--- config.mk ---
export PLATFORM = sky130hd
export DESIGN_NAME = ooo_issue_top
export DESIGN_NICKNAME = d
export VERILOG_FILES = /design/src/ooo_types_pkg.sv /design/src/tag_allocator.sv /design/src/dispatch_stage.sv /design/src/reservation_station.sv /design/src/alu_unit.sv /design/src/mult_unit.sv /design/src/writeback_arbiter.sv /design/src/ooo_issue_top.sv
export SDC_FILE = /design/constraint.sdc
export NUM_CORES = 2
export LEC_CHECK = 0
export BUFFER_PORTS_ARGS = -buffer_cell sky130_fd_sc_hd__buf_2
export CAP_MARGIN = 10
export CORE_MARGIN = 2
export CORE_UTILIZATION = 50
export CTS_CLUSTER_DIAMETER = 50
export DETAILED_ROUTE_END_ITERATION = 16
export PLACE_DENSITY = 0.75
export SYNTH_ARGS = -nofsm -noshare
export SYNTH_HDL_FRONTEND = slang
export SYNTH_HIERARCHICAL = 1
export SYNTH_SLANG_ARGS = --single-unit
export TNS_END_PERCENT = 100
--- constraint.sdc ---
create_clock -name clk -period 12.8 [get_ports clk]
set_input_delay 0.64 -clock clk [delete_from_list [all_inputs] [get_ports clk]]
set_output_delay 0.64 -clock clk [all_outputs]
set_load 0.1 [all_outputs]
--- src/ooo_types_pkg.sv ---
package ooo_types_pkg;

    // Datapath and tag widths
    localparam int DATA_W = 32;
    localparam int TAG_W = 4;
    localparam int OP_W = 3;

    // One operand or result word
    typedef logic [DATA_W-1:0] data_t;
    // Destination tag, room for up to 16 in-flight results
    typedef logic [TAG_W-1:0] tag_t;
    // Operation code, only OP_MUL goes to the multiplier
    typedef logic [OP_W-1:0] opcode_t;

    localparam opcode_t OP_ADD = 3'd0;
    localparam opcode_t OP_SUB = 3'd1;
    localparam opcode_t OP_AND = 3'd2;
    localparam opcode_t OP_OR = 3'd3;
    localparam opcode_t OP_XOR = 3'd4;
    // Signed compare, result is 1 or 0
    localparam opcode_t OP_SLT = 3'd5;
    // Low word of the product
    localparam opcode_t OP_MUL = 3'd6;

    // Source operand
    // When ready is low the value is junk and tag names the producer
    typedef struct packed {
        logic  ready;
        tag_t  tag;
        data_t value;
    } src_operand_t;

    // Instruction handed from dispatch to the station
    typedef struct packed {
        opcode_t      op;
        src_operand_t src1;
        src_operand_t src2;
        tag_t         dest;
    } dispatch_inst_t;

    // Request issued from the station to one execution unit
    typedef struct packed {
        logic    valid;
        opcode_t op;
        data_t   operand_a;
        data_t   operand_b;
        tag_t    dest;
    } exec_req_t;

    // Unit result, also the common data bus itself
    typedef struct packed {
        logic  valid;
        tag_t  tag;
        data_t value;
    } cdb_t;

    // Operand capture from the bus
    // A waiting source whose producer broadcasts now takes the value
    function automatic src_operand_t snoop_cdb(src_operand_t src, cdb_t bus);
        src_operand_t captured;
        captured = src;
        if (!src.ready && bus.valid && (bus.tag == src.tag)) begin
            captured.ready = 1'b1;
            captured.value = bus.value;
        end
        return captured;
    endfunction

endpackage

--- src/tag_allocator.sv ---
module tag_allocator #(
    parameter int NUM_TAGS = 8
) (
    input  logic                 clk,
    input  logic                 rst,
    input  logic                 claim,
    input  ooo_types_pkg::cdb_t  cdb,
    output ooo_types_pkg::tag_t  free_tag,
    output logic                 any_free
);

    import ooo_types_pkg::*;

    // One bit per tag, set while its result is still in flight
    logic [NUM_TAGS-1:0] busy;

    // Priority pick of the lowest clear bit
    // Scanning downwards lets the lowest index win
    always_comb begin
        free_tag = '0;
        any_free = 1'b0;
        for (int i = NUM_TAGS - 1; i >= 0; i--) begin
            if (!busy[i]) begin
                free_tag = tag_t'(i);
                any_free = 1'b1;
            end
        end
    end

    // Release on broadcast, set on claim
    // A tag released this cycle is still busy in the bitmap,
    // so it cannot be the one offered in the same cycle
    always_ff @(posedge clk) begin
        if (rst) begin
            busy <= '0;
        end else begin
            for (int i = 0; i < NUM_TAGS; i++) begin
                if (cdb.valid && (cdb.tag == tag_t'(i))) begin
                    busy[i] <= 1'b0;
                end
                // Claim without a free tag is ignored, stall prevents it
                if (claim && any_free && (free_tag == tag_t'(i))) begin
                    busy[i] <= 1'b1;
                end
            end
        end
    end

endmodule

--- src/dispatch_stage.sv ---
module dispatch_stage #(
    parameter int NUM_TAGS = 8,
    parameter int RS_ENTRIES = 8
) (
    input  logic                                clk,
    input  logic                                rst,
    input  logic                                inst_valid,
    input  ooo_types_pkg::opcode_t              inst_op,
    input  ooo_types_pkg::src_operand_t         inst_src1,
    input  ooo_types_pkg::src_operand_t         inst_src2,
    input  ooo_types_pkg::cdb_t                 cdb,
    input  logic [$clog2(RS_ENTRIES+1)-1:0]     rs_free_count,
    output ooo_types_pkg::dispatch_inst_t       dispatch_out,
    output logic                                dispatch_valid,
    output ooo_types_pkg::tag_t                 issue_tag,
    output logic                                stall
);

    import ooo_types_pkg::*;

    localparam int CNT_W = $clog2(RS_ENTRIES + 1);

    tag_t             free_tag;
    logic             any_free;
    // Station entries needed, the pending one plus a new strobe
    logic [CNT_W:0]   entries_needed;

    // Every strobe claims the tag offered this cycle
    tag_allocator #(
        .NUM_TAGS (NUM_TAGS)
    ) i_tag_allocator (
        .clk      (clk),
        .rst      (rst),
        .claim    (inst_valid),
        .cdb      (cdb),
        .free_tag (free_tag),
        .any_free (any_free)
    );

    // Tag is visible to the outside during the strobe cycle
    assign issue_tag = free_tag;

    // Register the instruction
    // Sources produced on the bus this cycle are captured here
    always_ff @(posedge clk) begin
        dispatch_out.op   <= inst_op;
        dispatch_out.src1 <= snoop_cdb(inst_src1, cdb);
        dispatch_out.src2 <= snoop_cdb(inst_src2, cdb);
        dispatch_out.dest <= free_tag;
        if (rst) begin
            dispatch_valid <= 1'b0;
        end else begin
            dispatch_valid <= inst_valid;
        end
    end

    // Registered instruction is not yet in the station count
    assign entries_needed = (CNT_W + 1)'(1) + (CNT_W + 1)'(dispatch_valid);

    // Hold off on an empty pool or when the station would overflow
    assign stall = !any_free || ({1'b0, rs_free_count} < entries_needed);

endmodule

--- src/reservation_station.sv ---
module reservation_station #(
    parameter int RS_ENTRIES = 8
) (
    input  logic                             clk,
    input  logic                             rst,
    input  ooo_types_pkg::dispatch_inst_t    dispatch_in,
    input  logic                             dispatch_valid,
    input  ooo_types_pkg::cdb_t              cdb,
    input  logic                             alu_room,
    output ooo_types_pkg::exec_req_t         alu_req,
    output ooo_types_pkg::exec_req_t         mult_req,
    output logic [$clog2(RS_ENTRIES+1)-1:0]  free_count
);

    import ooo_types_pkg::*;

    localparam int CNT_W = $clog2(RS_ENTRIES + 1);
    localparam int IDX_W = (RS_ENTRIES > 1) ? $clog2(RS_ENTRIES) : 1;

    // Entry table, values travel with the entry
    logic [RS_ENTRIES-1:0] entry_valid;
    dispatch_inst_t        entry [RS_ENTRIES];

    // Issue pick
    logic                  sel_found;
    logic [IDX_W-1:0]      sel_idx;
    logic                  sel_is_mul;
    exec_req_t             sel_req;

    // Insert slot
    logic                  ins_found;
    logic [IDX_W-1:0]      ins_idx;

    always_comb begin
        sel_found = 1'b0;
        sel_idx = '0;
        ins_found = 1'b0;
        ins_idx = '0;
        free_count = '0;
        // Downward scan so the lowest index ends up chosen
        for (int i = RS_ENTRIES - 1; i >= 0; i--) begin
            // Both operands present and the target unit can take it
            // ALU entries hold back while the writeback queue is short of room
            if (entry_valid[i] && entry[i].src1.ready && entry[i].src2.ready &&
                ((entry[i].op == OP_MUL) || alu_room)) begin
                sel_found = 1'b1;
                sel_idx = IDX_W'(i);
            end
            if (!entry_valid[i]) begin
                ins_found = 1'b1;
                ins_idx = IDX_W'(i);
            end
        end
        for (int i = 0; i < RS_ENTRIES; i++) begin
            if (!entry_valid[i]) begin
                free_count = free_count + CNT_W'(1);
            end
        end
    end

    // Request built from the picked entry
    assign sel_is_mul = (entry[sel_idx].op == OP_MUL);
    assign sel_req.valid = sel_found;
    assign sel_req.op = entry[sel_idx].op;
    assign sel_req.operand_a = entry[sel_idx].src1.value;
    assign sel_req.operand_b = entry[sel_idx].src2.value;
    assign sel_req.dest = entry[sel_idx].dest;

    // Request registers, one unit per cycle at most
    always_ff @(posedge clk) begin
        alu_req <= sel_req;
        mult_req <= sel_req;
        alu_req.valid <= sel_found && !sel_is_mul;
        mult_req.valid <= sel_found && sel_is_mul;
        if (rst) begin
            alu_req.valid <= 1'b0;
            mult_req.valid <= 1'b0;
        end
    end

    // Entry payload and wakeup
    always_ff @(posedge clk) begin
        // Waiting sources snoop the bus every cycle
        for (int i = 0; i < RS_ENTRIES; i++) begin
            entry[i].src1 <= snoop_cdb(entry[i].src1, cdb);
            entry[i].src2 <= snoop_cdb(entry[i].src2, cdb);
        end
        // New instruction also snoops on its way in
        if (dispatch_valid && ins_found) begin
            entry[ins_idx].op <= dispatch_in.op;
            entry[ins_idx].src1 <= snoop_cdb(dispatch_in.src1, cdb);
            entry[ins_idx].src2 <= snoop_cdb(dispatch_in.src2, cdb);
            entry[ins_idx].dest <= dispatch_in.dest;
        end
    end

    // Occupancy
    // The issued slot opens now but is only reused next cycle
    always_ff @(posedge clk) begin
        if (rst) begin
            entry_valid <= '0;
        end else begin
            if (sel_found) begin
                entry_valid[sel_idx] <= 1'b0;
            end
            if (dispatch_valid && ins_found) begin
                entry_valid[ins_idx] <= 1'b1;
            end
        end
    end

endmodule

--- src/alu_unit.sv ---
module alu_unit (
    input  logic                       clk,
    input  logic                       rst,
    input  ooo_types_pkg::exec_req_t   req,
    output ooo_types_pkg::cdb_t        result
);

    import ooo_types_pkg::*;

    data_t alu_out;
    logic  less_than;

    // Signed compare for set-less-than
    assign less_than = $signed(req.operand_a) < $signed(req.operand_b);

    always_comb begin
        case (req.op)
            OP_ADD: begin
                alu_out = req.operand_a + req.operand_b;
            end
            OP_SUB: begin
                alu_out = req.operand_a - req.operand_b;
            end
            OP_AND: begin
                alu_out = req.operand_a & req.operand_b;
            end
            OP_OR: begin
                alu_out = req.operand_a | req.operand_b;
            end
            OP_XOR: begin
                alu_out = req.operand_a ^ req.operand_b;
            end
            OP_SLT: begin
                alu_out = data_t'(less_than);
            end
            // Multiplies never arrive here
            default: begin
                alu_out = '0;
            end
        endcase
    end

    // Result register, one edge after the request
    always_ff @(posedge clk) begin
        result.tag <= req.dest;
        result.value <= alu_out;
        if (rst) begin
            result.valid <= 1'b0;
        end else begin
            result.valid <= req.valid;
        end
    end

endmodule

--- src/mult_unit.sv ---
module mult_unit #(
    parameter int MULT_STAGES = 3
) (
    input  logic                       clk,
    input  logic                       rst,
    input  ooo_types_pkg::exec_req_t   req,
    output ooo_types_pkg::cdb_t        result
);

    import ooo_types_pkg::*;

    // Low word only, upper product bits are dropped
    data_t product;
    // Pipeline, one new product may enter each cycle
    cdb_t  stage_q [MULT_STAGES];

    assign product = req.operand_a * req.operand_b;

    always_ff @(posedge clk) begin
        // First stage forms the product
        stage_q[0].tag <= req.dest;
        stage_q[0].value <= product;
        stage_q[0].valid <= req.valid;
        // Later stages just carry it along
        for (int i = 1; i < MULT_STAGES; i++) begin
            stage_q[i] <= stage_q[i-1];
        end
        if (rst) begin
            for (int i = 0; i < MULT_STAGES; i++) begin
                stage_q[i].valid <= 1'b0;
            end
        end
    end

    // Last stage, MULT_STAGES edges after the request
    assign result = stage_q[MULT_STAGES-1];

endmodule

--- src/writeback_arbiter.sv ---
module writeback_arbiter #(
    parameter int ALU_QUEUE_DEPTH = 4
) (
    input  logic                 clk,
    input  logic                 rst,
    input  ooo_types_pkg::cdb_t  alu_result,
    input  ooo_types_pkg::cdb_t  mult_result,
    output ooo_types_pkg::cdb_t  cdb,
    output logic                 alu_room
);

    import ooo_types_pkg::*;

    localparam int PTR_W = (ALU_QUEUE_DEPTH > 1) ? $clog2(ALU_QUEUE_DEPTH) : 1;
    localparam int CNT_W = $clog2(ALU_QUEUE_DEPTH + 1);

    // ALU result FIFO
    cdb_t             queue [ALU_QUEUE_DEPTH];
    logic [PTR_W-1:0] rd_ptr;
    logic [PTR_W-1:0] wr_ptr;
    logic [CNT_W-1:0] count;
    logic             queue_empty;
    logic             push;
    logic             pop;
    int               slots_left;

    assign queue_empty = (count == '0);

    // Multiplier first, then the oldest queued ALU result,
    // then a fresh ALU result straight through
    always_comb begin
        if (mult_result.valid) begin
            cdb = mult_result;
        end else if (!queue_empty) begin
            cdb = queue[rd_ptr];
        end else begin
            cdb = alu_result;
        end
    end

    // ALU result that is not broadcast now waits in the queue
    assign push = alu_result.valid && (mult_result.valid || !queue_empty);
    assign pop = !mult_result.valid && !queue_empty;

    // Room counts the arriving result as queued already
    // Two slots cover the request inside the ALU and one new issue
    always_comb begin
        slots_left = ALU_QUEUE_DEPTH - int'(count) - int'(push);
        alu_room = (slots_left >= 2);
    end

    always_ff @(posedge clk) begin
        if (push) begin
            queue[wr_ptr] <= alu_result;
        end
    end

    always_ff @(posedge clk) begin
        if (rst) begin
            rd_ptr <= '0;
            wr_ptr <= '0;
            count <= '0;
        end else begin
            if (push) begin
                wr_ptr <= (wr_ptr == PTR_W'(ALU_QUEUE_DEPTH - 1)) ? '0 : wr_ptr + 1'b1;
            end
            if (pop) begin
                rd_ptr <= (rd_ptr == PTR_W'(ALU_QUEUE_DEPTH - 1)) ? '0 : rd_ptr + 1'b1;
            end
            count <= count + CNT_W'(push) - CNT_W'(pop);
        end
    end

endmodule

--- src/ooo_issue_top.sv ---
module ooo_issue_top #(
    parameter int NUM_TAGS = 8,
    parameter int RS_ENTRIES = 8,
    parameter int MULT_STAGES = 3,
    parameter int ALU_QUEUE_DEPTH = 4
) (
    input  logic                         clk,
    input  logic                         rst,
    input  logic                         inst_valid,
    input  ooo_types_pkg::opcode_t       inst_op,
    input  ooo_types_pkg::src_operand_t  inst_src1,
    input  ooo_types_pkg::src_operand_t  inst_src2,
    output ooo_types_pkg::tag_t          issue_tag,
    output logic                         stall,
    output ooo_types_pkg::cdb_t          cdb
);

    import ooo_types_pkg::*;

    localparam int CNT_W = $clog2(RS_ENTRIES + 1);

    // Dispatch to station
    dispatch_inst_t   dispatch_inst;
    logic             dispatch_valid;
    logic [CNT_W-1:0] rs_free_count;
    // Station to units
    exec_req_t        alu_req;
    exec_req_t        mult_req;
    logic             alu_room;
    // Units to writeback
    cdb_t             alu_result;
    cdb_t             mult_result;

    dispatch_stage #(
        .NUM_TAGS   (NUM_TAGS),
        .RS_ENTRIES (RS_ENTRIES)
    ) i_dispatch_stage (
        .clk            (clk),
        .rst            (rst),
        .inst_valid     (inst_valid),
        .inst_op        (inst_op),
        .inst_src1      (inst_src1),
        .inst_src2      (inst_src2),
        .cdb            (cdb),
        .rs_free_count  (rs_free_count),
        .dispatch_out   (dispatch_inst),
        .dispatch_valid (dispatch_valid),
        .issue_tag      (issue_tag),
        .stall          (stall)
    );

    reservation_station #(
        .RS_ENTRIES (RS_ENTRIES)
    ) i_reservation_station (
        .clk            (clk),
        .rst            (rst),
        .dispatch_in    (dispatch_inst),
        .dispatch_valid (dispatch_valid),
        .cdb            (cdb),
        .alu_room       (alu_room),
        .alu_req        (alu_req),
        .mult_req       (mult_req),
        .free_count     (rs_free_count)
    );

    alu_unit i_alu_unit (
        .clk    (clk),
        .rst    (rst),
        .req    (alu_req),
        .result (alu_result)
    );

    mult_unit #(
        .MULT_STAGES (MULT_STAGES)
    ) i_mult_unit (
        .clk    (clk),
        .rst    (rst),
        .req    (mult_req),
        .result (mult_result)
    );

    // Single broadcast bus back to dispatch, station and the outside
    writeback_arbiter #(
        .ALU_QUEUE_DEPTH (ALU_QUEUE_DEPTH)
    ) i_writeback_arbiter (
        .clk         (clk),
        .rst         (rst),
        .alu_result  (alu_result),
        .mult_result (mult_result),
        .cdb         (cdb),
        .alu_room    (alu_room)
    );

endmodule

# Word-level counts from Yosys, hierarchy flattened
# Memories as Yosys holds them, arrays and structs flattened. A register that Yosys moved wholly into a read port is not among the register bits.
# Cells that the tools add are included.
# W data, S select, Z words.
# op_classes
magnitude_cmp	7
mul	1
n_eq_ne	50
add_sub_neg	16
mux	137
bitwise	9
n_reduce_logical	134
# op_table
op	n
$mux W32	22
$pmux W32 S6	1
$logic_and A1 B1 Y1	88
$eq A4 B4 Y1	20
$mux W37	2
$mux W1	72
$mux W4	14
$mux W3	17
$eq A3 B3 Y1 const B	11
$add A32 B32 Y32	1
$and A32 B32 Y32	1
$eq A4 B3 Y1 const B	8
$ge A32 B3 Y1 const B	1
$lt A32 B32 Y1	1
$mul A32 B32 Y32	1
$or A32 B32 Y32	1
$sub A32 B2 Y32	1
$sub A32 B32 Y32	1
$xor A32 B32 Y32	1
$add A4 B1 Y4 const B	6
$logic_not A1 Y1	24
$mux W8	3
$eq A4 B2 Y1 const B	4
$reduce_bool A2 Y1	8
22 further kinds	45
# word_totals
mem_count	3
inputBits	80
reg_bits	215
ram_bits	907
out_inout_bits	42
wordCells	387
# mem_list
name	depth	width	read_ports	rd_ports_with_merged_regs	wr	line	source
i_reservation_station.entry	8	81	9	0	9	reservation_station.sv:22	dispatch_inst_t entry [RS_ENTRIES];
i_writeback_arbiter.queue	4	37	1	1	1	writeback_arbiter.sv:18	cdb_t queue [ALU_QUEUE_DEPTH];
i_mult_unit.stage_q	3	37	3	0	3	mult_unit.sv:15	cdb_t stage_q [MULT_STAGES];

# Longest topological paths before layout
# logic_depth
ltp_word	26
depth_mapped	27
depth_no_buf	24

# By module
# The synthesis kept the hierarchy.
# modules_own_cells
mod	seq_area_each_um2	n_inst	area_each_um2	cells_per_inst
reservation_station	20920.1	1	33982.6	2579
mult_unit	2222.1	1	18246.2	1848
writeback_arbiter	4624.4	1	6576.3	377
alu_unit	740.7	1	6247.2	870
dispatch_stage	1641.6	1	2708.8	175
tag_allocator	160.2	1	450.4	54

# Worst setup path before layout
# Ideal clock, no wire load.
# synth_timing
path_kind	flip-flop to flip-flop
startpoint	reg i_writeback_arbiter/count[1] (netlist name)
endpoint	mem i_reservation_station/entry[0][41] (netlist bit) (enable)
setup_ns	0.514
arrival_ns	7.156
path_slack_ns	5.129
path_stages_with_launch	8
path_buffers	1
path_cell_list	dfxtp_1 > inv_1 > ha_1 > ha_1 > o21ai_0 > clkbuf_1 > nand3b_1 > o41ai_1
# synth_rtl
item	line
to (decl)	reservation_station.sv:22

==> impl_metrics.toml <==
[setup_path]
cp-end-kind = "flop"
path_cells = "and2_1 -> fa_1 -> fa_1 -> fa_1 -> inv_1 -> fa_1 -> inv_1 -> fa_1 -> inv_1 -> fa_1 -> inv_1 -> fa_1 -> fa_1 -> ha_1 -> a21o_1 -> a21o_1 -> a21oi_2 -> o21ai_0 -> and2_1 -> nor3_2 -> o21ai_1 -> xnor2_1"
critical_path.top_delay_family = "adder cells"
path_class = "reg -> reg"
worstPathRequired_ns = 13.41
critPathMaxFanout = 22
cp_slowest_stage_delay_ns = 0.94
slowest_stage = "sky130_fd_sc_hd__dfxtp_1"
worst_endpoint_data_arrival_time_ns = 7.88
critical-path-top-cell-by-count = "sky130_fd_sc_hd__fa_1"
worst_setup_path_start_kind = "flop"
critPathBufInv = 4

[timing]
slew_headroom = 0.202
setup-violations-final = 0
fin_tns_setup_ns = 0
post-route-period-util = 0.568
final-hold-violation-count = 0
finalClockSkew_ns = 0.0716
unrepaired_setup_endpoints_after_global_routing = "no"
achievable-frequency_mhz = 137
layout_min_cycle_time_ns = 7.28
slew_violations = 0
final.hold.worst_slack_ns = 0.0835
tightest_slew_ns = 1.19

[global_route]
global_routing_usage_summed_across_all_routing_layers = 0.277
grt_overflow_total = 0
first_pass_grt_wire_length_mm = 292
first_global_vias = 47400
grt_antenna_before_repair = 15
grt_start_max_net_pins = 153

[final_layout]
share_of_final_layout_standard_cells_stronger_than_drive_strength_1 = 0.191
syn2layout_area_growth_pct = 8.44
fillerInstances = 11300
layout.cells.non_filler = 7704
nets = 6549
area_taken_by_multi_input_logic_gates_sq_um = 33800
seqCellArea_sq_um = 30300

[clock_tree]
number_of_levels_in_the_clock_h_tree = 3
clockRootBuffer = "sky130_fd_sc_hd__clkbuf_16"
cts_sinks = 1124
worst_setup_hold_path_clk_slew_ns = 0.06
insertion_delay_ns = 0.76
cts-buffers-inserted = 119
tritoncts_clock_tree = "done"
clock_tree.buffer_depth = 3

[placement]
place.port_buffers = 120
detailedPlacementHpwl_mm = 124
place_inst = 7464
finalWeightedCongestion = 0.958

[floorplan]
die_height_um = 373
die_area_sq_um = 139000
top_level_ports = 122
initial_utilization = 0.503
num_rows = 135
core_region_area_sq_um = 135000
die_width_um = 373

[status]
run_status = "finished, final reports clean"

[min_path]
min_path_type = "in -> reg"

[synth]
synth_fp_nets = 6634
synthCells = 5900
ys_warn_count = 6
syn-cell-area_sq_um = 68200
syn_avg_cell_area_sq_um = 11.6

[routing]
drt-pass1-iter-count = 6
wirelength_mm = 195
drt.antenna.violating_nets = 0
drt_first_iter_violations = 5503
drt_drc_violations_left = 0
drt-wirelength-per-cell_um = 25.4
dr_total_vias = 46400
average_vias_per_placed_instance = 6.02

[run]
cap_violations = 0
-- worst paths after layout --
| path | slack (ns) | cells after the start | start | endpoint |
|---|---|---|---|---|
| setup / recovery | 5.52 | 22 | i_reservation_station/mult_req[49] | i_mult_unit/stage_q[0][31] |
| hold / removal | 0.08 | 3 | inst_src2[36] | i_dispatch_stage/dispatch_out[40] |
| setup reg to reg | 5.52 | 22 | i_reservation_station/mult_req[49] | i_mult_unit/stage_q[0][31] |
| hold reg to reg | 0.31 | 0 | i_mult_unit/stage_q[0][69] | i_mult_unit/stage_q[0][106] |
-- metal layers --
| layer | global-route usage | vias to the layer above | wire [um] |
|---|---|---|---|
| li1 | - | 20000 | - |
| met1 | 0.375 | 23400 | 76400 |
| met2 | 0.443 | 2465 | 89800 |
| met3 | 0.0484 | 497 | 20500 |
| met4 | 0.115 | 4 | 8720 |
| met5 | 0 | - | 29 |
-- cell usage in the layout (no fill, tap or decap), types with 25 or more instances in the layout --
cell type	n
sky130_fd_sc_hd__a21o_1	34
sky130_fd_sc_hd__a21oi_1	318
sky130_fd_sc_hd__a22oi_1	127
sky130_fd_sc_hd__and2_1	374
sky130_fd_sc_hd__buf_2	120
sky130_fd_sc_hd__buf_4	112
sky130_fd_sc_hd__clkbuf_16	122
sky130_fd_sc_hd__clkinv_2	26
sky130_fd_sc_hd__dfxtp_1	340
sky130_fd_sc_hd__edfxtp_1	780
sky130_fd_sc_hd__fa_1	411
sky130_fd_sc_hd__ha_1	243
sky130_fd_sc_hd__inv_1	491
sky130_fd_sc_hd__mux2_2	531
sky130_fd_sc_hd__mux2_4	29
sky130_fd_sc_hd__nand2_1	705
sky130_fd_sc_hd__nand3_1	72
sky130_fd_sc_hd__nor2_1	166
sky130_fd_sc_hd__nor3_1	33
sky130_fd_sc_hd__o211ai_1	25
sky130_fd_sc_hd__o21ai_0	69
sky130_fd_sc_hd__xnor2_1	117
sky130_fd_sc_hd__xor2_1	76
-- tightest hold or removal path, stage by stage --
cell and delay, ns:
sky130_fd_sc_hd__buf_2 0.08, sky130_fd_sc_hd__inv_1 0.04, sky130_fd_sc_hd__nand2_1 0.05
-- sequential cells by signal, indices dropped and copies added, names as in the netlist, named ones only --
register / count
i_dispatch_stage/dispatch_valid: 1
i_reservation_station/alu_req: 1
i_reservation_station/entry_valid: 8
i_writeback_arbiter/rd_ptr: 2
i_writeback_arbiter/count: 3
i_alu_unit/result: 37
i_reservation_station/entry: 648
i_writeback_arbiter/wr_ptr: 2
i_dispatch_stage/i_tag_allocator/busy: 8
i_mult_unit/stage_q: 111
i_writeback_arbiter/queue: 148
i_reservation_station/mult_req: 72
i_dispatch_stage/dispatch_out: 81
-- layout make-up --
type                            instances  area share
Timing Repair Buffer                  244      0.0213
Inverter                              495      0.0251
Multi-Input combinational cell       3831       0.457
Sequential cell                      1124       0.410
Clock buffer                          155      0.0449
Tap cell                             1781      0.0301
Clock inverter                         71      0.0119
Antenna cell                            3    0.000102
-- stage by stage --
step | setup slack [ns] | instance area, sq um | utilization
6_report | 5.52 | 73900 | 0.546
3_5_place_dp | 5.58 | 69600 | 0.514
3_3_place_gp | 5.65 | 69600 | 0.514
5_1_grt | 5.19 | 73900 | 0.546
2_1_floorplan | 5.13 | 68200 | -
4_1_cts | 5.56 | 73900 | 0.546
-- what timing repair did --
action                                 in CTS  in global routing
resized for setup                           0                  0
setup buffers                               0                  0
hold buffers                               11                  0
endpoints found under the hold margin      11                  0
Power is not shown: default switching activity piles up to over one toggle a cycle in this logic, so the estimate is an artifact.
